<file path="config.mk">
export PLATFORM = sky130hd
export DESIGN_NAME = cam_key_top
export DESIGN_NICKNAME = d
export VERILOG_FILES = /design/src/rtl/cam_pkg.sv /design/src/rtl/cam_key_top.sv /design/src/rtl/key_compositor.sv /design/src/rtl/ycrcb_convert.sv /design/src/rtl/rgb_align_pipe.sv /design/src/rtl/pixel_reconstruct.sv
export VERILOG_INCLUDE_DIRS = /design/src /design/src/rtl
export SDC_FILE = /design/constraint.sdc
export NUM_CORES = 1
export LEC_CHECK = 0
export BUFFER_PORTS_ARGS = -buffer_cell sky130_fd_sc_hd__buf_2
export CAP_MARGIN = 20
export CORE_AREA = 8 8 188 190
export DETAILED_ROUTE_END_ITERATION = 8
export DIE_AREA = 0 0 196 198
export GPL_TIMING_DRIVEN = 0
export HOLD_SLACK_MARGIN = 0.02
export SLEW_MARGIN = 30
export SYNTH_ARGS = -nofsm -noshare
export SYNTH_HDL_FRONTEND = slang
export SYNTH_SLANG_ARGS = --single-unit
</file>
<file path="constraint.sdc">
create_clock -name clk_camera -period 4.1 [get_ports clk_camera]
set_clock_uncertainty 0.2 [all_clocks]
set_input_delay 1.025 -clock clk_camera [delete_from_list [all_inputs] [get_ports clk_camera]]
set_output_delay 1.025 -clock clk_camera [all_outputs]
set_load 0.1 [all_outputs]
</file>
<file path="src/rtl/cam_config.svh">
`ifndef CAM_CONFIG_SVH
`define CAM_CONFIG_SVH

// ======================================================================
// frame geometry
// ======================================================================
// default active frame, one camera line per hsync high period
`define CAM_H_PIXELS 1280
`define CAM_V_LINES 720

// position counter widths, sized for the default frame
`define CAM_HCOUNT_W 11
`define CAM_VCOUNT_W 10

// ======================================================================
// pixel formats
// ======================================================================
// raw rgb565 pixel as rebuilt from two camera bytes
`define CAM_PIXEL_W 16
// one expanded color or luma/chroma channel
`define CAM_COLOR_W 8

// converter depth in cycles, the rgb branch delays by the same amount
`define CAM_CONV_LATENCY 3

// overlay color for masked pixels (magenta)
`define CAM_MASK_COLOR 24'hFF00FF

`endif
</file>
<file path="src/rtl/cam_pkg.sv">
package cam_pkg;

  // ======================================================================
  // channel select codes
  // ======================================================================
  // bit 2 picks the luma/chroma group, low bits pick the channel
  // codes 3'b011 and 3'b111 are not valid and select zero
  typedef enum logic [2:0] {
    CH_GREEN = 3'b000,
    CH_RED   = 3'b001,
    CH_BLUE  = 3'b010,
    CH_Y     = 3'b100,
    CH_CR    = 3'b101,
    CH_CB    = 3'b110
  } channel_e;

  // ======================================================================
  // display modes
  // ======================================================================
  typedef enum logic [1:0] {
    // camera image as received
    MODE_CAMERA  = 2'b00,
    // selected channel as a gray level
    MODE_CHANNEL = 2'b01,
    // key mask as white or black
    MODE_MASK    = 2'b10,
    // luma gray with masked pixels in the overlay color
    MODE_OVERLAY = 2'b11
  } display_mode_e;

  // which byte of the pixel the camera sends next
  typedef enum logic {
    PH_HIGH = 1'b0,
    PH_LOW  = 1'b1
  } byte_phase_e;

endpackage

</file>
<file path="src/rtl/cam_key_top.sv">
`include "cam_config.svh"

module cam_key_top
  import cam_pkg::*;
#(
  parameter int H_PIXELS = `CAM_H_PIXELS,
  parameter int V_LINES  = `CAM_V_LINES
) (
  input  logic                     clk_camera,
  input  logic                     recent_reset,
  // camera bus
  input  logic [7:0]               camera_d_i,
  input  logic                     cam_pclk_i,
  input  logic                     cam_hsync_i,
  input  logic                     cam_vsync_i,
  // key configuration
  input  channel_e                 channel_sel_i,
  input  logic [7:0]               lower_thresh_i,
  input  logic [7:0]               upper_thresh_i,
  input  display_mode_e            display_mode_i,
  // composited pixel stream
  output logic                     pixel_valid_o,
  output logic [`CAM_HCOUNT_W-1:0] pixel_hcount_o,
  output logic [`CAM_VCOUNT_W-1:0] pixel_vcount_o,
  output logic [23:0]              pixel_rgb_o,
  output logic                     pixel_mask_o,
  output logic                     frame_end_o
);

  // rebuilt pixel, fans out to both branches
  logic                     px_valid;
  logic [`CAM_PIXEL_W-1:0]  px_data;
  logic [`CAM_HCOUNT_W-1:0] px_hcount;
  logic [`CAM_VCOUNT_W-1:0] px_vcount;
  logic                     px_frame_end;

  // rgb branch, delayed to match the converter
  logic                     al_valid;
  logic [`CAM_COLOR_W-1:0]  al_r;
  logic [`CAM_COLOR_W-1:0]  al_g;
  logic [`CAM_COLOR_W-1:0]  al_b;
  logic [`CAM_HCOUNT_W-1:0] al_hcount;
  logic [`CAM_VCOUNT_W-1:0] al_vcount;
  logic                     al_frame_end;

  // ycrcb branch
  logic [`CAM_COLOR_W-1:0]  yc_y;
  logic [`CAM_COLOR_W-1:0]  yc_cr;
  logic [`CAM_COLOR_W-1:0]  yc_cb;

  pixel_reconstruct #(.H_PIXELS(H_PIXELS), .V_LINES(V_LINES)) u_reconstruct (
    .clk_camera, .recent_reset,
    .camera_d_i, .cam_pclk_i, .cam_hsync_i, .cam_vsync_i,
    .px_valid_o(px_valid), .px_data_o(px_data),
    .px_hcount_o(px_hcount), .px_vcount_o(px_vcount),
    .frame_end_o(px_frame_end)
  );

  rgb_align_pipe u_align (
    .clk_camera, .recent_reset,
    .px_valid_i(px_valid), .px_data_i(px_data),
    .px_hcount_i(px_hcount), .px_vcount_i(px_vcount), .frame_end_i(px_frame_end),
    .al_valid_o(al_valid), .al_r_o(al_r), .al_g_o(al_g), .al_b_o(al_b),
    .al_hcount_o(al_hcount), .al_vcount_o(al_vcount), .al_frame_end_o(al_frame_end)
  );

  // strobe matches al_valid, the compositor keys off the rgb branch
  ycrcb_convert u_convert (
    .clk_camera, .recent_reset,
    .px_valid_i(px_valid), .px_data_i(px_data),
    .yc_valid_o(), .yc_y_o(yc_y), .yc_cr_o(yc_cr), .yc_cb_o(yc_cb)
  );

  key_compositor u_compositor (
    .clk_camera, .recent_reset,
    .al_valid_i(al_valid), .al_r_i(al_r), .al_g_i(al_g), .al_b_i(al_b),
    .al_hcount_i(al_hcount), .al_vcount_i(al_vcount), .al_frame_end_i(al_frame_end),
    .yc_y_i(yc_y), .yc_cr_i(yc_cr), .yc_cb_i(yc_cb),
    .channel_sel_i, .lower_thresh_i, .upper_thresh_i, .display_mode_i,
    .pixel_valid_o, .pixel_hcount_o, .pixel_vcount_o,
    .pixel_rgb_o, .pixel_mask_o, .frame_end_o
  );

endmodule

</file>
<file path="src/rtl/key_compositor.sv">
`include "cam_config.svh"

module key_compositor
  import cam_pkg::*;
(
  input  logic                     clk_camera,
  input  logic                     recent_reset,
  input  logic                     al_valid_i,
  input  logic [`CAM_COLOR_W-1:0]  al_r_i,
  input  logic [`CAM_COLOR_W-1:0]  al_g_i,
  input  logic [`CAM_COLOR_W-1:0]  al_b_i,
  input  logic [`CAM_HCOUNT_W-1:0] al_hcount_i,
  input  logic [`CAM_VCOUNT_W-1:0] al_vcount_i,
  input  logic                     al_frame_end_i,
  input  logic [`CAM_COLOR_W-1:0]  yc_y_i,
  input  logic [`CAM_COLOR_W-1:0]  yc_cr_i,
  input  logic [`CAM_COLOR_W-1:0]  yc_cb_i,
  input  channel_e                 channel_sel_i,
  input  logic [7:0]               lower_thresh_i,
  input  logic [7:0]               upper_thresh_i,
  input  display_mode_e            display_mode_i,
  output logic                     pixel_valid_o,
  output logic [`CAM_HCOUNT_W-1:0] pixel_hcount_o,
  output logic [`CAM_VCOUNT_W-1:0] pixel_vcount_o,
  output logic [23:0]              pixel_rgb_o,
  output logic                     pixel_mask_o,
  output logic                     frame_end_o
);

  logic [`CAM_COLOR_W-1:0] chan;
  logic                    mask_hit;
  logic [23:0]             rgb_next;

  // channel select, invalid codes give zero
  always_comb begin
    case (channel_sel_i)
      CH_GREEN: chan = al_g_i;
      CH_RED:   chan = al_r_i;
      CH_BLUE:  chan = al_b_i;
      CH_Y:     chan = yc_y_i;
      CH_CR:    chan = yc_cr_i;
      CH_CB:    chan = yc_cb_i;
      default:  chan = '0;
    endcase
  end

  // key test, both bounds inclusive
  assign mask_hit = (chan >= lower_thresh_i) && (chan <= upper_thresh_i);

  // ======================================================================
  // display mode mux
  // ======================================================================
  always_comb begin
    case (display_mode_i)
      MODE_CAMERA:  rgb_next = {al_r_i, al_g_i, al_b_i};
      MODE_CHANNEL: rgb_next = {chan, chan, chan};
      MODE_MASK:    rgb_next = {24{mask_hit}};
      MODE_OVERLAY: rgb_next = mask_hit ? `CAM_MASK_COLOR : {yc_y_i, yc_y_i, yc_y_i};
      default:      rgb_next = '0;
    endcase
  end

  // color output, only meaningful with the strobe
  always_ff @(posedge clk_camera) begin
    if (al_valid_i) begin
      pixel_rgb_o <= rgb_next;
    end
  end

  // flags are forced low outside the strobe cycle
  always_ff @(posedge clk_camera) begin
    if (recent_reset) begin
      pixel_valid_o  <= 1'b0;
      pixel_mask_o   <= 1'b0;
      frame_end_o    <= 1'b0;
      pixel_hcount_o <= '0;
      pixel_vcount_o <= '0;
    end else begin
      pixel_valid_o <= al_valid_i;
      pixel_mask_o  <= al_valid_i & mask_hit;
      frame_end_o   <= al_valid_i & al_frame_end_i;
      if (al_valid_i) begin
        pixel_hcount_o <= al_hcount_i;
        pixel_vcount_o <= al_vcount_i;
      end
    end
  end

endmodule

</file>
<file path="src/rtl/ycrcb_convert.sv">
`include "cam_config.svh"

module ycrcb_convert (
  input  logic                    clk_camera,
  input  logic                    recent_reset,
  input  logic                    px_valid_i,
  input  logic [`CAM_PIXEL_W-1:0] px_data_i,
  output logic                    yc_valid_o,
  output logic [`CAM_COLOR_W-1:0] yc_y_o,
  output logic [`CAM_COLOR_W-1:0] yc_cr_o,
  output logic [`CAM_COLOR_W-1:0] yc_cb_o
);

  // expand exactly like the rgb branch
  logic [`CAM_COLOR_W-1:0] r_exp;
  logic [`CAM_COLOR_W-1:0] g_exp;
  logic [`CAM_COLOR_W-1:0] b_exp;

  assign r_exp = {px_data_i[15:11], 3'b000};
  assign g_exp = {px_data_i[10:5], 2'b00};
  assign b_exp = {px_data_i[4:0], 3'b000};

  // ======================================================================
  // stage 1: coefficient products
  // ======================================================================
  // all magnitudes, the signs are applied in the sums
  logic [15:0] y_r, y_g, y_b;
  logic [15:0] cr_r, cr_g, cr_b;
  logic [15:0] cb_r, cb_g, cb_b;

  always_ff @(posedge clk_camera) begin
    y_r  <= r_exp * 16'd66;
    y_g  <= g_exp * 16'd129;
    y_b  <= b_exp * 16'd25;
    cr_r <= r_exp * 16'd112;
    cr_g <= g_exp * 16'd94;
    cr_b <= b_exp * 16'd18;
    cb_r <= r_exp * 16'd38;
    cb_g <= g_exp * 16'd74;
    cb_b <= b_exp * 16'd112;
  end

  // ======================================================================
  // stage 2: signed sums with rounding term
  // ======================================================================
  // modulo 2^16 arithmetic, bits 15:8 still hold the floor of sum/256
  logic [15:0] y_sum;
  logic [15:0] cr_sum;
  logic [15:0] cb_sum;

  always_ff @(posedge clk_camera) begin
    y_sum  <= y_r + y_g + y_b + 16'd128;
    cr_sum <= cr_r - cr_g - cr_b + 16'd128;
    cb_sum <= cb_b - cb_r - cb_g + 16'd128;
  end

  // ======================================================================
  // stage 3: shift and offset
  // ======================================================================
  // results stay inside 16..240 so no clamp is required
  always_ff @(posedge clk_camera) begin
    yc_y_o  <= y_sum[15:8] + 8'd16;
    yc_cr_o <= cr_sum[15:8] + 8'd128;
    yc_cb_o <= cb_sum[15:8] + 8'd128;
  end

  // strobe follows the three data stages
  logic [2:0] valid_q;

  always_ff @(posedge clk_camera) begin
    if (recent_reset) begin
      valid_q <= '0;
    end else begin
      valid_q <= {valid_q[1:0], px_valid_i};
    end
  end

  assign yc_valid_o = valid_q[2];

endmodule

</file>
<file path="src/rtl/rgb_align_pipe.sv">
`include "cam_config.svh"

module rgb_align_pipe (
  input  logic                     clk_camera,
  input  logic                     recent_reset,
  input  logic                     px_valid_i,
  input  logic [`CAM_PIXEL_W-1:0]  px_data_i,
  input  logic [`CAM_HCOUNT_W-1:0] px_hcount_i,
  input  logic [`CAM_VCOUNT_W-1:0] px_vcount_i,
  input  logic                     frame_end_i,
  output logic                     al_valid_o,
  output logic [`CAM_COLOR_W-1:0]  al_r_o,
  output logic [`CAM_COLOR_W-1:0]  al_g_o,
  output logic [`CAM_COLOR_W-1:0]  al_b_o,
  output logic [`CAM_HCOUNT_W-1:0] al_hcount_o,
  output logic [`CAM_VCOUNT_W-1:0] al_vcount_o,
  output logic                     al_frame_end_o
);

  // same depth as the ycrcb converter so both branches meet
  localparam int DEPTH = `CAM_CONV_LATENCY;

  // rgb565 to 8 bits per color with zero-filled low bits
  logic [3*`CAM_COLOR_W-1:0] rgb_exp;
  assign rgb_exp = {px_data_i[15:11], 3'b000, px_data_i[10:5], 2'b00, px_data_i[4:0], 3'b000};

  logic [DEPTH-1:0]          valid_q;
  logic [DEPTH-1:0]          frame_end_q;
  logic [3*`CAM_COLOR_W-1:0] rgb_q    [DEPTH];
  logic [`CAM_HCOUNT_W-1:0]  hcount_q [DEPTH];
  logic [`CAM_VCOUNT_W-1:0]  vcount_q [DEPTH];

  // pixel color shift
  always_ff @(posedge clk_camera) begin
    rgb_q[0] <= rgb_exp;
    for (int i = 1; i < DEPTH; i++) begin
      rgb_q[i] <= rgb_q[i-1];
    end
  end

  // strobe, flag and position shift along together
  always_ff @(posedge clk_camera) begin
    if (recent_reset) begin
      valid_q     <= '0;
      frame_end_q <= '0;
      for (int i = 0; i < DEPTH; i++) begin
        hcount_q[i] <= '0;
        vcount_q[i] <= '0;
      end
    end else begin
      valid_q[0]     <= px_valid_i;
      frame_end_q[0] <= px_valid_i & frame_end_i;
      hcount_q[0]    <= px_hcount_i;
      vcount_q[0]    <= px_vcount_i;
      for (int i = 1; i < DEPTH; i++) begin
        valid_q[i]     <= valid_q[i-1];
        frame_end_q[i] <= frame_end_q[i-1];
        hcount_q[i]    <= hcount_q[i-1];
        vcount_q[i]    <= vcount_q[i-1];
      end
    end
  end

  assign al_valid_o                = valid_q[DEPTH-1];
  assign al_frame_end_o            = frame_end_q[DEPTH-1];
  assign {al_r_o, al_g_o, al_b_o}  = rgb_q[DEPTH-1];
  assign al_hcount_o               = hcount_q[DEPTH-1];
  assign al_vcount_o               = vcount_q[DEPTH-1];

endmodule

</file>
<file path="src/rtl/pixel_reconstruct.sv">
`include "cam_config.svh"

module pixel_reconstruct
  import cam_pkg::*;
#(
  parameter int H_PIXELS = `CAM_H_PIXELS,
  parameter int V_LINES  = `CAM_V_LINES
) (
  input  logic                     clk_camera,
  input  logic                     recent_reset,
  input  logic [7:0]               camera_d_i,
  input  logic                     cam_pclk_i,
  input  logic                     cam_hsync_i,
  input  logic                     cam_vsync_i,
  output logic                     px_valid_o,
  output logic [`CAM_PIXEL_W-1:0]  px_data_o,
  output logic [`CAM_HCOUNT_W-1:0] px_hcount_o,
  output logic [`CAM_VCOUNT_W-1:0] px_vcount_o,
  output logic                     frame_end_o
);

  // last position of the frame, for the end-of-frame flag
  localparam logic [`CAM_HCOUNT_W-1:0] LAST_COL = `CAM_HCOUNT_W'(H_PIXELS - 1);
  localparam logic [`CAM_VCOUNT_W-1:0] LAST_ROW = `CAM_VCOUNT_W'(V_LINES - 1);

  // ======================================================================
  // input synchronizers
  // ======================================================================
  logic [7:0] d_meta;
  logic [7:0] d_sync;
  logic       pclk_meta;
  logic       pclk_sync;
  logic       pclk_prev;
  logic       hsync_meta;
  logic       hsync_sync;
  logic       hsync_prev;
  logic       vsync_meta;
  logic       vsync_sync;

  // camera data bus, two flops so it lines up with the pclk path
  always_ff @(posedge clk_camera) begin
    d_meta <= camera_d_i;
    d_sync <= d_meta;
  end

  // control lines plus one extra flop each for edge detection
  always_ff @(posedge clk_camera) begin
    if (recent_reset) begin
      pclk_meta  <= 1'b0;
      pclk_sync  <= 1'b0;
      pclk_prev  <= 1'b0;
      hsync_meta <= 1'b0;
      hsync_sync <= 1'b0;
      hsync_prev <= 1'b0;
      vsync_meta <= 1'b0;
      vsync_sync <= 1'b0;
    end else begin
      pclk_meta  <= cam_pclk_i;
      pclk_sync  <= pclk_meta;
      pclk_prev  <= pclk_sync;
      hsync_meta <= cam_hsync_i;
      hsync_sync <= hsync_meta;
      hsync_prev <= hsync_sync;
      vsync_meta <= cam_vsync_i;
      vsync_sync <= vsync_meta;
    end
  end

  logic byte_capture;
  logic hsync_fall;

  // a byte is taken on a pclk rise while the line is active
  assign byte_capture = pclk_sync & ~pclk_prev & hsync_sync;
  // end of line
  assign hsync_fall   = hsync_prev & ~hsync_sync;

  // ======================================================================
  // byte pairing and position counters
  // ======================================================================
  byte_phase_e                phase;
  logic [7:0]                 high_byte;
  logic [`CAM_HCOUNT_W-1:0]   hcount;
  logic [`CAM_VCOUNT_W-1:0]   vcount;

  // high byte is parked until its low byte shows up
  always_ff @(posedge clk_camera) begin
    if (byte_capture) begin
      if (phase == PH_HIGH) begin
        high_byte <= d_sync;
      end else begin
        px_data_o <= {high_byte, d_sync};
      end
    end
  end

  // hcount/vcount hold the position of the next pixel to finish
  always_ff @(posedge clk_camera) begin
    if (recent_reset) begin
      phase       <= PH_HIGH;
      hcount      <= '0;
      vcount      <= '0;
      px_valid_o  <= 1'b0;
      px_hcount_o <= '0;
      px_vcount_o <= '0;
      frame_end_o <= 1'b0;
    end else begin
      // strobes last one cycle
      px_valid_o  <= 1'b0;
      frame_end_o <= 1'b0;
      if (vsync_sync) begin
        // new frame, restart at the top left corner
        phase  <= PH_HIGH;
        hcount <= '0;
        vcount <= '0;
      end else if (hsync_fall) begin
        phase  <= PH_HIGH;
        hcount <= '0;
        vcount <= vcount + 1'b1;
      end else if (byte_capture) begin
        case (phase)
          PH_HIGH: begin
            phase <= PH_LOW;
          end
          PH_LOW: begin
            phase       <= PH_HIGH;
            px_valid_o  <= 1'b1;
            px_hcount_o <= hcount;
            px_vcount_o <= vcount;
            frame_end_o <= (hcount == LAST_COL) && (vcount == LAST_ROW);
            hcount      <= hcount + 1'b1;
          end
          default: begin
            phase <= PH_HIGH;
          end
        endcase
      end
    end
  end

endmodule

</file>
* After elaboration in Yosys (flattened, before gate mapping)
Memories as Yosys holds them, arrays and structs flattened. A register that Yosys moved wholly into a read port is not among the register bits.
Cells that the tools add are included.
Widths: inputs -> output; s select.
** Operators by class
- Add/subtract/negate cells :: 14
- Multiply operators :: 9
- Order comparisons :: 2
- Equal/unequal tests :: 10
- Mux-type cells :: 14
- Bitwise operators :: 18
- Reduce and logical (&&, ||, !) cells :: 11
** Operators by type and width (count)
- $pmux 24 s4 :: 1
- $add 16x8->16 const B :: 3
- $pmux 8 s6 :: 1
- $mux 11 :: 3
- $mux 10 :: 3
- $mul 6x6->12 const B :: 2
- $mux 24 :: 1
- $mul 5x5->10 const B :: 2
- $add 15x16->16 :: 1
- $add 16x13->16 :: 1
- $add 8x8->8 const B :: 2
- $mul 5x3->8 const B :: 2
- $sub 15x14->16 :: 1
- $sub 15x15->16 :: 1
- $sub 16x13->16 :: 1
- $sub 16x15->16 :: 1
- $mul 6x8->14 const B :: 1
- $add 11x1->11 const B :: 1
- $eq 11x11->1 const B :: 1
- $mul 5x6->11 const B :: 1
- $add 10x1->10 const B :: 1
- $eq 10x10->1 const B :: 1
- $eq 3x3->1 const B :: 3
- $mul 5x4->9 const B :: 1
- other kinds (21) :: 42
** Word-level totals
- Register bits :: 292
- RAM bits :: 135
- Bits of input ports :: 34
- Output and inout bits :: 48
- Logic and storage cells :: 121
- Memories kept :: 3
** Memories
- u_align.rgb_q :: words 3, width 24, read ports 3, clocked after memory_dff 0, wr ports 3, line rgb_align_pipe.sv:29 : logic [3*`CAM_COLOR_W-1:0] rgb_q [DEPTH];
- u_align.hcount_q :: words 3, width 11, read ports 3, clocked after memory_dff 1, wr ports 3, line rgb_align_pipe.sv:30 : logic [`CAM_HCOUNT_W-1:0] hcount_q [DEPTH];
- u_align.vcount_q :: words 3, width 10, read ports 3, clocked after memory_dff 1, wr ports 3, line rgb_align_pipe.sv:31 : logic [`CAM_VCOUNT_W-1:0] vcount_q [DEPTH];

* Depth between registers and ports, before layout
Gate-level depths: netlist of the first run.
- Word-level depth :: 6
- Depth in mapped cells :: 13
- Depth with buffers taken out :: 12

* Modules after synthesis
Synthesis of the first run repeated with hierarchy kept, for this count alone.
** Second synthesis, totals
- Cells, all modules :: 1565
- Area, all modules :: 16967.5 µm²
** Modules (own cells, without submodules)
- ycrcb_convert :: times used 1, cells an instance 730, area each 7521.0 µm², sequential area each 2402.3 µm²
- pixel_reconstruct :: times used 1, cells an instance 289, area each 3305.7 µm², sequential area each 2102.0 µm²
- rgb_align_pipe :: times used 1, cells an instance 239, area each 3161.8 µm², sequential area each 2342.2 µm²
- key_compositor :: times used 1, cells an instance 307, area each 2979.1 µm², sequential area each 1201.2 µm²

* Least setup slack after synthesis of the first run
No wires, ideal clock.
- Path type :: input to register
- From :: in channel_sel_i[2]
- To :: reg u_compositor.pixel_rgb_o[19], data pin
- Setup time :: 0.267 ns
- Arrival time :: 3.422 ns
- Data required time :: 3.633 ns
- Setup slack :: 0.211 ns
- Cell stages on the path :: 11
- Buffers on the path :: 3
- Cell sequence :: clkbuf_1 > buf_2 > mux4_2 > a22o_1 > ha_1 > and4_1 > a221o_1 > a21o_1 > clkbuf_1 > a22oi_1 > o22ai_1
** Between the ends
- Word-level cells in the longest chain between the ends :: 6
- Elaborated cells between the ends (all ways) :: 12
- Those cells by class :: order compare (2); eq/ne (5); mux (3); reduce/logical (2)
** RTL lines
- from (decl) :: line cam_key_top.sv:17 : input channel_e channel_sel_i,
- $eq 3x3->1 (tied with other cells) :: line key_compositor.sv:36 : case (channel_sel_i)
- $pmux 8 s6 * :: line key_compositor.sv:36
- $ge 8x8->1 or $le 8x8->1 (tied branches) :: line key_compositor.sv:48 : assign mask_hit = (chan >= lower_thresh_i) && (chan <= upper_thresh_i);
- $logic_and 1x1->1 :: line key_compositor.sv:48
- $mux 24 :: line key_compositor.sv:58 : MODE_OVERLAY: rgb_next = mask_hit ? `CAM_MASK_COLOR : {yc_y_i, yc_y_i, yc_y_i};
- $pmux 24 s4 * :: line key_compositor.sv:54 : case (display_mode_i)
- named net u_compositor.rgb_next[19] :: line key_compositor.sv:32 : logic [23:0] rgb_next;
- to (signal assigned) :: line key_compositor.sv:66 : pixel_rgb_o <= rgb_next;
- to (decl) :: line key_compositor.sv:25 : output logic [23:0] pixel_rgb_o,
Mark *: on every way through the listed nets, which the timed path passes. The rest lies on a longest branch.
A chain may end at the register's enable or synchronous reset.

* Worst setup path after layout of the first run
- From :: in channel_sel_i[2]
- To :: reg u_compositor.pixel_rgb_o[21], data pin
Same word-level chain as after synthesis.

==> results.cfg, run 1 <==
[timing]
whs_ns = 0.118
setup_viol = 0
maxSlewViolCount = 0
rsz0062_at_grt = false
relSlewSlack_pct = 42.1
fmax_mhz = 258
hold_viol = 0
fin_ws_ns = 0.219
period_needed_ns = 3.88
period_share_pct = 94.6
worst_slew_pin_slew_ns = 0.868

[logic_synthesis]
synth_top_family_by_area = adder cells
synthFlopType = dfxtp_1
yosys_warnings = 0
synth.net_count = 1618
synth-edff-count = 45
netlist_area_sq_um = 15400
synth_compound_area_share_pct = 8.54
synth_async_sr_flop_share_pct = 0
synthCells = 1360
ys_seq_elements = 358
synth.avg_cell_area_sq_um = 11.3
synth.area.mux_share_pct = 2.94
ys_types = 68
synth-xor-area-share_pct = 3.88
ys_seq_area_share_pct = 49.6
yosys.area_share.adder_pct = 20.6
synthSimpleGateAreaFrac_pct = 9.92

[clock_network]
cts_tree = yes
clk-insertion-delay-late_ns = 0.52
cts_sinks = 358
cts_max_level = 2
clk_pin_slew_ns = 0.06
cts_inserted_buffers = 38
cts_hold_buf = 0
cts_buffer_depth = 3
cts_root_buffer = clkbuf_16

[routing]
avgViaCountPerCell = 4.93
wl_per_cell_um = 15.3
post-route-drc-count = 0
postRouteAntennaNets = 0
via_count = 9499
drt-initial-drc-count = 330
first_pass_iters = 5
wirelength_mm = 29.5

[setup_path]
reg2reg_to = u_convert.cr_g[13]
crit_arrival_ns = 4.02
worstSetupPathType = in2reg
start_kind = input pin
rrSetupSlack_ns = 0.28
cp-end-kind = flop
required_ns = 4.24
rr_startpoint = u_reconstruct.px_data_o[8]
crit_fanout = 10
rr_worst_depth = 12

[die]
start_util_pct = 47.7
coreArea_sq_um = 32200
die-area_sq_um = 38800
ios = 82
fp.dieW_um = 196
rows = 66
die_y_um = 198

[cells_and_area]
nFillCells = 2828
drive_above_1_share_pct = 12.3
final_util_pct = 54.9
antenna_cells = 0
fin_cells = 1928
fin_area_sq_um = 17700
multiInputGateArea_sq_um = 7050
nets = 1748
seqCellArea_sq_um = 7620
syn2layout_area_growth_pct = 15.2

[place]
dpl_cell_area_sq_um = 16300
placed_cells = 1848
numPortBuffers = 80
dp_hpwl_mm = 22.7
dp_worst_setup_slack_ns = -0.520
place.gp.congestion = 0.929

[global_route]
antenna_found_initial = 1
grt-ovfl-total = 0
track_usage_pct = 15.5
grt_max_degree = 24
grt_pass1_wl_mm = 49.1
grt_pass1_vias = 9694

[power]
peakVddDrop_uv = 340
power_leakage_uw = 0.00797
powerDensity_nw_per_um2 = 414

[run]
maxCapViolations = 0

[min_path]
hp-class = reg2reg
hold_depth = 0
hp-start = u_align.rgb_q[0][36]
min_to = u_align.rgb_q[0][60]

[outcome]
outcome = finished, final reports clean
[report_power, final]
part | switching [uW] | internal (uW)
registers | 5.98 | 3570
clock network | 1400 | 2160
logic | 120 | 72.1
[sequential cells by signal, summed over array words and instances, names as in the netlist, 9 cells and up]
name / flops
u_align.hcount_q: 33
u_reconstruct.hcount: 11
u_align.rgb_q: 33
u_reconstruct.px_data_o: 16
u_convert.y_sum: 9
u_align.vcount_q: 30
u_reconstruct.px_vcount_o: 10
u_reconstruct.px_hcount_o: 11
u_compositor.pixel_hcount_o: 11
u_compositor.pixel_rgb_o: 21
u_convert.y_b: 10
u_compositor.pixel_vcount_o: 10
u_convert.cb_g: 10
u_reconstruct.vcount: 10
u_convert.cr_g: 11
[critical path, cell delays in order]
cell,delay [ns]
clkbuf_1,0.27
buf_2,0.30
mux4_2,0.33
a22o_1,0.32
ha_1,0.34
a21oi_1,0.13
o21ai_0,0.10
o22ai_1,0.29
clkbuf_1,0.41
nand2_1,0.19
a32oi_1,0.31
[final cells by class]
| class | count | share of cell area [%] |
|---|---|---|
| inverters | 140 | 2.97 |
| clock inverters | 22 | 1.39 |
| flip-flops and latches | 358 | 43.1 |
| well taps | 408 | 2.89 |
| clock buffers | 48 | 6.17 |
| repair buffers | 90 | 2.69 |
| multi-input cells | 822 | 39.8 |
| plain buffers | 40 | 0.990 |
[synthesized netlist by cell type (all sizes together), types with 2 or more instances]
cell type  count  area [sq um]
nand2b         6          37.5
or2            8          50.1
xor2          25           219
a31oi          7          43.8
o221ai         3          26.3
nand3         16          80.1
mux2i         29           290
and2           5          31.3
o21bai         8          60.1
or3            4          25.0
a311o          2          20.0
o21a           5          37.5
o21ai         32           160
nor3           7          35.0
edfxtp        45          1350
a221oi         2          17.5
mux4           3          71.3
a21o          18           135
a22oi          6          45.0
dfxtp        313          6270
mux2           8          90.1
ha           177          2210
o22ai          5          31.3
and4           2          17.5
clkbuf        29           109
inv          140           526
o211ai        13          97.6
nor2b         89           557
or4            2          15.0
a211oi         3          22.5
a21oi         53           269
a221o          3          30.0
nor4           4          25.0
a22o           3          26.3
nand2         49           184
buf           11          66.3
nor2          76           288
a211o          2          17.5
xnor2         43           377
and3           7          43.8
fa            47           941
a32oi          4          35.0
nand4         13          81.3
o22a          18           158
[metal layers]
layer | vias up | share of wire [%] | global-route usage [%]
met5 | - | 0.031 | 0
met2 | 187 | 44 | 24.7
met3 | 62 | 4.5 | 3.01
li1 | 4876 | - | -
met1 | 4372 | 49 | 20.7
met4 | 2 | 3.1 | 5.76
[through the flow]
| stage | power (uW) | TNS (ns) |
|---|---|---|
| final | 7320 | 0 |
| after CTS | 7410 | 0 |
| after global routing | 7600 | 0 |
| after detailed placement | 3840 | -7.28 |
| after global placement | 3840 | -5.47 |
| after floorplan | 3780 | 0 |
[what timing repair did]
item                       CTS  global route
gates resized for setup      0             2
buffers inserted             0            10
setup endpoints to repair    0             8
hold endpoints to repair     0             0
[logic make-up after synthesis]
family,count (synthesis)
buffers and inverters,180
AOI/OAI and AO/OA,196
muxes,40
adders and majority gates,224
and+or+nand+nor,294
DFF,358
xor gates and xnor gates,68
[worst max path at each step]
stage,from,end,slack [ns],depth (start not counted)
6_report,channel_sel_i[2],u_compositor.pixel_rgb_o[21],0.22,11
3_5_place_dp,channel_sel_i[2],u_compositor.pixel_rgb_o[21],-0.52,11
4_1_cts,channel_sel_i[2],u_compositor.pixel_rgb_o[21],0.03,11
3_3_place_gp,channel_sel_i[2],u_compositor.pixel_rgb_o[5],-0.36,11
2_1_floorplan,channel_sel_i[2],u_compositor.pixel_rgb_o[19],0.21,11
5_1_grt,u_reconstruct.px_data_o[8],u_convert.cr_g[13],0.02,13
[cells in the final DEF, fill, tap and decap left out, drive strengths merged, types with 5 or more instances in the layout]
cell type  netlist  routed
dfxtp          313     313
ha             177     177
inv            140     144
buf             11     101
nor2b           89      89
clkbuf          29      77
nor2            76      76
a21oi           53      53
nand2           49      49
fa              47      47
edfxtp          45      45
xnor2           43      43
o21ai           32      32
mux2i           29      29
xor2            25      25
a21o            18      18
o22a            18      18
nand3           16      16
nand4           13      13
o211ai          13      13
o21bai           8       8
mux2             8       8
clkinv           0       8
or2              8       8
a31oi            7       7
and3             7       7
nor3             7       7
a22oi            6       6
nand2b           6       6
clkinvlp         0       6
o22ai            5       5
o21a             5       5
and2             5       5
(Power assumes the default switching activity.)
==> inputs of run 2 (changes only) <==
CORE_AREA = 2 2 182 184   (was 8 8 188 190)
DIE_AREA = 0 0 184 186   (was 0 0 196 198)
==> run 2 against run 1 <==
  * Clock power is 2% higher
  * Routed wire length fell by 3.6%
  * Worst hold slack better by 0.0021 ns
  * Die area down 12%
  * Largest cell class unchanged
  * Critical path type unchanged
  * Power increased by 0.80%
  * Register-to-register slack gained 0.06 ns
==> results.cfg, run 2 (synthesis gave the netlist of run 1 again) <==
[setup_path]
crit_fanout = 10
required_ns = 4.16
rr_startpoint = u_reconstruct.px_data_o[6]
cp-end-kind = flop
worstSetupPathType = in2reg
crit_start = channel_sel_i[1]
crit_arrival_ns = 3.84
start_kind = input pin

[routing]
first_pass_iters = 5
postRouteAntennaNets = 0
wirelength_mm = 28.4
via_count = 9442
drt-initial-drc-count = 348
post-route-drc-count = 0
wl_per_cell_um = 14.7
avgViaCountPerCell = 4.89

[timing]
fmax_mhz = 264
rsz0062_at_grt = false
maxSlewViolCount = 0
setup_viol = 0
relSlewSlack_pct = 40.8
fin_tns_setup_ns = 0
period_needed_ns = 3.79
hold_viol = 0
period_share_pct = 92.3
worst_slew_pin_slew_ns = 0.887

[global_route]
track_usage_pct = 17.4
grt_pass1_wl_mm = 47.4
antenna_found_initial = 0
grt-ovfl-total = 0
grt_max_degree = 24
grt_pass1_vias = 9348

[clock_network]
cts_tree = yes
cts_root_buffer = clkbuf_16
clk-insertion-delay-late_ns = 0.53
cts_max_level = 2
cts_inserted_buffers = 39
cts_buffer_depth = 3
clk_pin_slew_ns = 0.06
cts_hold_buf = 0
cts_sinks = 358

[power]
power_leakage_uw = 0.00799
peakVddDrop_uv = 276
powerDensity_nw_per_um2 = 416
p_total_uw = 7380

[min_path]
hp-start = u_convert.cr_sum[10]
hp-class = reg2reg

[die]
die_y_um = 186
die-area_sq_um = 34200
fp.dieW_um = 184
start_util_pct = 47.7
ios = 82
coreArea_sq_um = 32200
rows = 66

[cells_and_area]
drive_above_1_share_pct = 12.3
mostFrequentLayoutCells = dfxtp_1 (313), ha_1 (177), inv_1 (140)
syn2layout_area_growth_pct = 15.4
fin_area_sq_um = 17700
nets = 1749
top_regs = u_align.hcount_q: 33 flops, u_align.rgb_q: 33 flops, u_align.vcount_q: 30 flops
nFillCells = 2826
antenna_cells = 0
mostFrequentLayoutCell = dfxtp_1

[place]
numPortBuffers = 80
dpl_cell_area_sq_um = 16300
place.gp.congestion = 0.934
dp_hpwl_mm = 21.6

[outcome]
outcome = finished, final reports clean

[run]
maxCapViolations = 0
-- run 2: changes by cell type in the layout (fill, tap and decap cells not counted), moves of 2 or more --
cell        delta
clkbuf_1       +2
clkbuf_8       -2
clkinv_4       +3
clkinvlp_4     -3
-- run 2: timing repair --
| item | CTS | global route |
|---|---|---|
| buffers inserted | 0 | 10 |
| resized for setup | 0 | 2 |
| setup endpoints to repair | 0 | 4 |
-- run 2: where the power goes --
group	total (uW)	switching, uW	internal, uW	leakage [uW]
combinational	188	116	72.1	0.00433
sequential	3570	5.95	3570	0.00299
clock	3620	1420	2200	0.000672
-- run 2: final cells by class --
type | instances | area [sq um] | share of cell area [%]
Buffer | 40 | 175 | 0.988
Clock buffer | 48 | 1070 | 6.04
Clock inverter | 24 | 305 | 1.72
Inverter | 140 | 526 | 2.96
Multi-Input combinational cell | 822 | 7050 | 39.8
Sequential cell | 358 | 7620 | 43.0
Tap cell | 408 | 510 | 2.88
Timing Repair Buffer | 90 | 475 | 2.68
-- run 2: path summary, 6_finish.rpt --
| path | end | slack (ns) | cells past startpoint |
|---|---|---|---|
| setup / recovery | u_compositor.pixel_rgb_o[3] | 0.31 | 12 |
| setup reg to reg | u_convert.cr_g[14] | 0.34 | 12 |
| hold reg to reg | u_convert.yc_cr_o[2] | 0.12 | 0 |
| hold / removal | u_convert.yc_cr_o[2] | 0.12 | 0 |
-- run 2: critical path, stage by stage --
cell and delay, ns:
buf_2 0.14, buf_6 0.17, mux2_2 0.34, a221oi_1 0.29
a31oi_1 0.17, ha_1 0.34, and4_1 0.20, a221o_1 0.34
a21o_1 0.21, clkbuf_1 0.24, a22oi_1 0.25, o22ai_1 0.11
-- run 2: per-layer routing --
metal	wire [um]	vias up	GRT usage, %
met3	1100	60	2.90
li1	-	4879	-
met4	712	0	5.15
met2	12400	173	28.1
met1	14200	4330	24.1
met5	0	-	0
-- run 2: stage by stage --
step           instances  util, %  hold slack [ns]  worst slack, ns
2_1_floorplan       1360        -            0.110            0.211
3_3_place_gp        1848     50.5            0.110           -0.323
3_5_place_dp        1848     50.5            0.112           -0.383
4_1_cts             1920     54.8            0.122           0.0696
5_1_grt             1930     55.0            0.127           0.0988
6_report            1930     55.0            0.120            0.314
==> inputs of run 3 (changes only) <==
CORE_AREA = 2 2 210 160   (was 2 2 182 184)
DIE_AREA = 0 0 212 162   (was 0 0 184 186)
==> run 3 against run 2 <==
  * Clock power is 12% lower
  * Routed wire length is 3.9% higher
  * Via count is 0.23% higher
  * Flip-flop and latch count stayed put
  * Die area is 0.35% higher
  * Core utilization is 0.50 points lower
  * Power is 5.9% lower
  * Non-clock buffer count stayed put
  * Critical path type unchanged
==> results.cfg, run 3 (synthesis gave the netlist of run 1 again) <==
[outcome]
outcome = finished, final reports clean

[die]
die_y_um = 162
start_util_pct = 47.7
coreArea_sq_um = 32200
die-area_sq_um = 34300
fp.dieW_um = 212
rows = 57
ios = 82

[routing]
post-route-drc-count = 0
wirelength_mm = 29.5
via_count = 9464
postRouteAntennaNets = 0
first_pass_iters = 4
wl_per_cell_um = 15.1
drt-initial-drc-count = 460
avgViaCountPerCell = 4.84

[timing]
hold_viol = 0
relSlewSlack_pct = 42.0
period_needed_ns = 3.94
fmax_mhz = 254
setup_viol = 0
maxSlewViolCount = 0
period_share_pct = 96.2
fin_ws_ns = 0.157
rsz0062_at_grt = false
worst_slew_pin_slew_ns = 0.863

[power]
p_total_uw = 6940
power_leakage_uw = 0.00787
peakVddDrop_uv = 363
powerDensity_nw_per_um2 = 396

[place]
place.gp.congestion = 0.852
dp_hpwl_mm = 22.8
numPortBuffers = 80
dp_worst_setup_slack_ns = -0.329

[setup_path]
cp-end-kind = flop
crit_arrival_ns = 4.09
crit_fanout = 10
start_kind = input pin
required_ns = 4.25
worstSetupPathType = in2reg

[cells_and_area]
drive_above_1_share_pct = 11.6
syn2layout_area_growth_pct = 14.2
antenna_cells = 0
nFillCells = 2805
mostFrequentLayoutCell = dfxtp_1
nets = 1746
mostFrequentLayoutCells = dfxtp_1 (313), ha_1 (177), inv_1 (140)
top_regs = u_align.hcount_q: 33 flops, u_align.rgb_q: 33 flops, u_align.vcount_q: 30 flops

[min_path]
hp-class = reg2reg

[clock_network]
cts_root_buffer = clkbuf_16
cts_inserted_buffers = 36
cts_max_level = 2
cts_hold_buf = 0
cts_sinks = 358
cts_buffer_depth = 3
clk-insertion-delay-late_ns = 0.53
cts_tree = yes
clk_pin_slew_ns = 0.07

[global_route]
grt_max_degree = 24
track_usage_pct = 17.9
grt-ovfl-total = 0
grt_pass1_wl_mm = 48.3
antenna_found_initial = 1
grt_pass1_vias = 9296

[run]
maxCapViolations = 0
-- run 3: layer usage --
layer  vias to the layer above  GRT usage [%]  wire (um)
met4                         0           4.93        561
met3                        36           3.31       1450
li1                       4885              -          -
met5                         -              0          0
met1                      4360           27.1      15600
met2                       183           26.0      11900
-- run 3: cell type report --
| type | count | area (sq um) | share of cell area (%) |
|---|---|---|---|
| clock buffer | 47 | 1000 | 5.72 |
| tap | 442 | 553 | 3.15 |
| buffer | 40 | 175 | 0.999 |
| clock inverter | 18 | 150 | 0.856 |
| sequential | 358 | 7620 | 43.4 |
| timing repair buffer | 90 | 475 | 2.71 |
| inverter | 140 | 526 | 3.00 |
| multi-input combinational | 822 | 7040 | 40.1 |
-- run 3: worst paths after layout --
check                             start                          end  slack [ns]  cells past startpoint
max                    channel_sel_i[2]  u_compositor.pixel_rgb_o[4]        0.16                     11
min                u_align.rgb_q[0][30]         u_align.rgb_q[0][54]        0.12                      0
max reg2reg  u_reconstruct.px_data_o[8]           u_convert.cr_g[13]        0.30                     12
min reg2reg        u_align.rgb_q[0][30]         u_align.rgb_q[0][54]        0.12                      0
-- run 3: critical path, stage by stage --
cell and delay [ns]:
clkbuf_1 0.27, buf_2 0.29, mux2i_1 0.11, o31ai_1 0.71, ha_1 0.39, o211ai_1 0.10, a21oi_1 0.08, o22ai_1 0.27
clkbuf_1 0.39, nand2_1 0.19, a32oi_1 0.26
-- run 3: what timing repair did --
action                                  in CTS  in global routing
endpoints found under the setup margin       0                  2
buffers inserted                             0                 10
resized for setup                            0                  1
-- run 3: power breakdown --
group | switching [uW] | leakage (uW) | internal [uW]
clock | 1370 | 0.000557 | 1810
sequential | 5.94 | 0.00299 | 3570
combinational | 121 | 0.00432 | 72.0
-- run 3: per-stage QoR --
| step | std cells | utilization [%] | cell area (sq um) | TNS [ns] | hold slack (ns) |
|---|---|---|---|---|---|
| after floorplan | 1360 | - | 15400 | 0 | 0.110 |
| after global placement | 1882 | 50.7 | 16300 | -3.74 | 0.111 |
| after detailed placement | 1882 | 50.7 | 16300 | -4.55 | 0.112 |
| after CTS | 1947 | 54.3 | 17500 | 0 | 0.120 |
| after global routing | 1957 | 54.5 | 17500 | 0 | 0.133 |
| final | 1957 | 54.5 | 17500 | 0 | 0.119 |
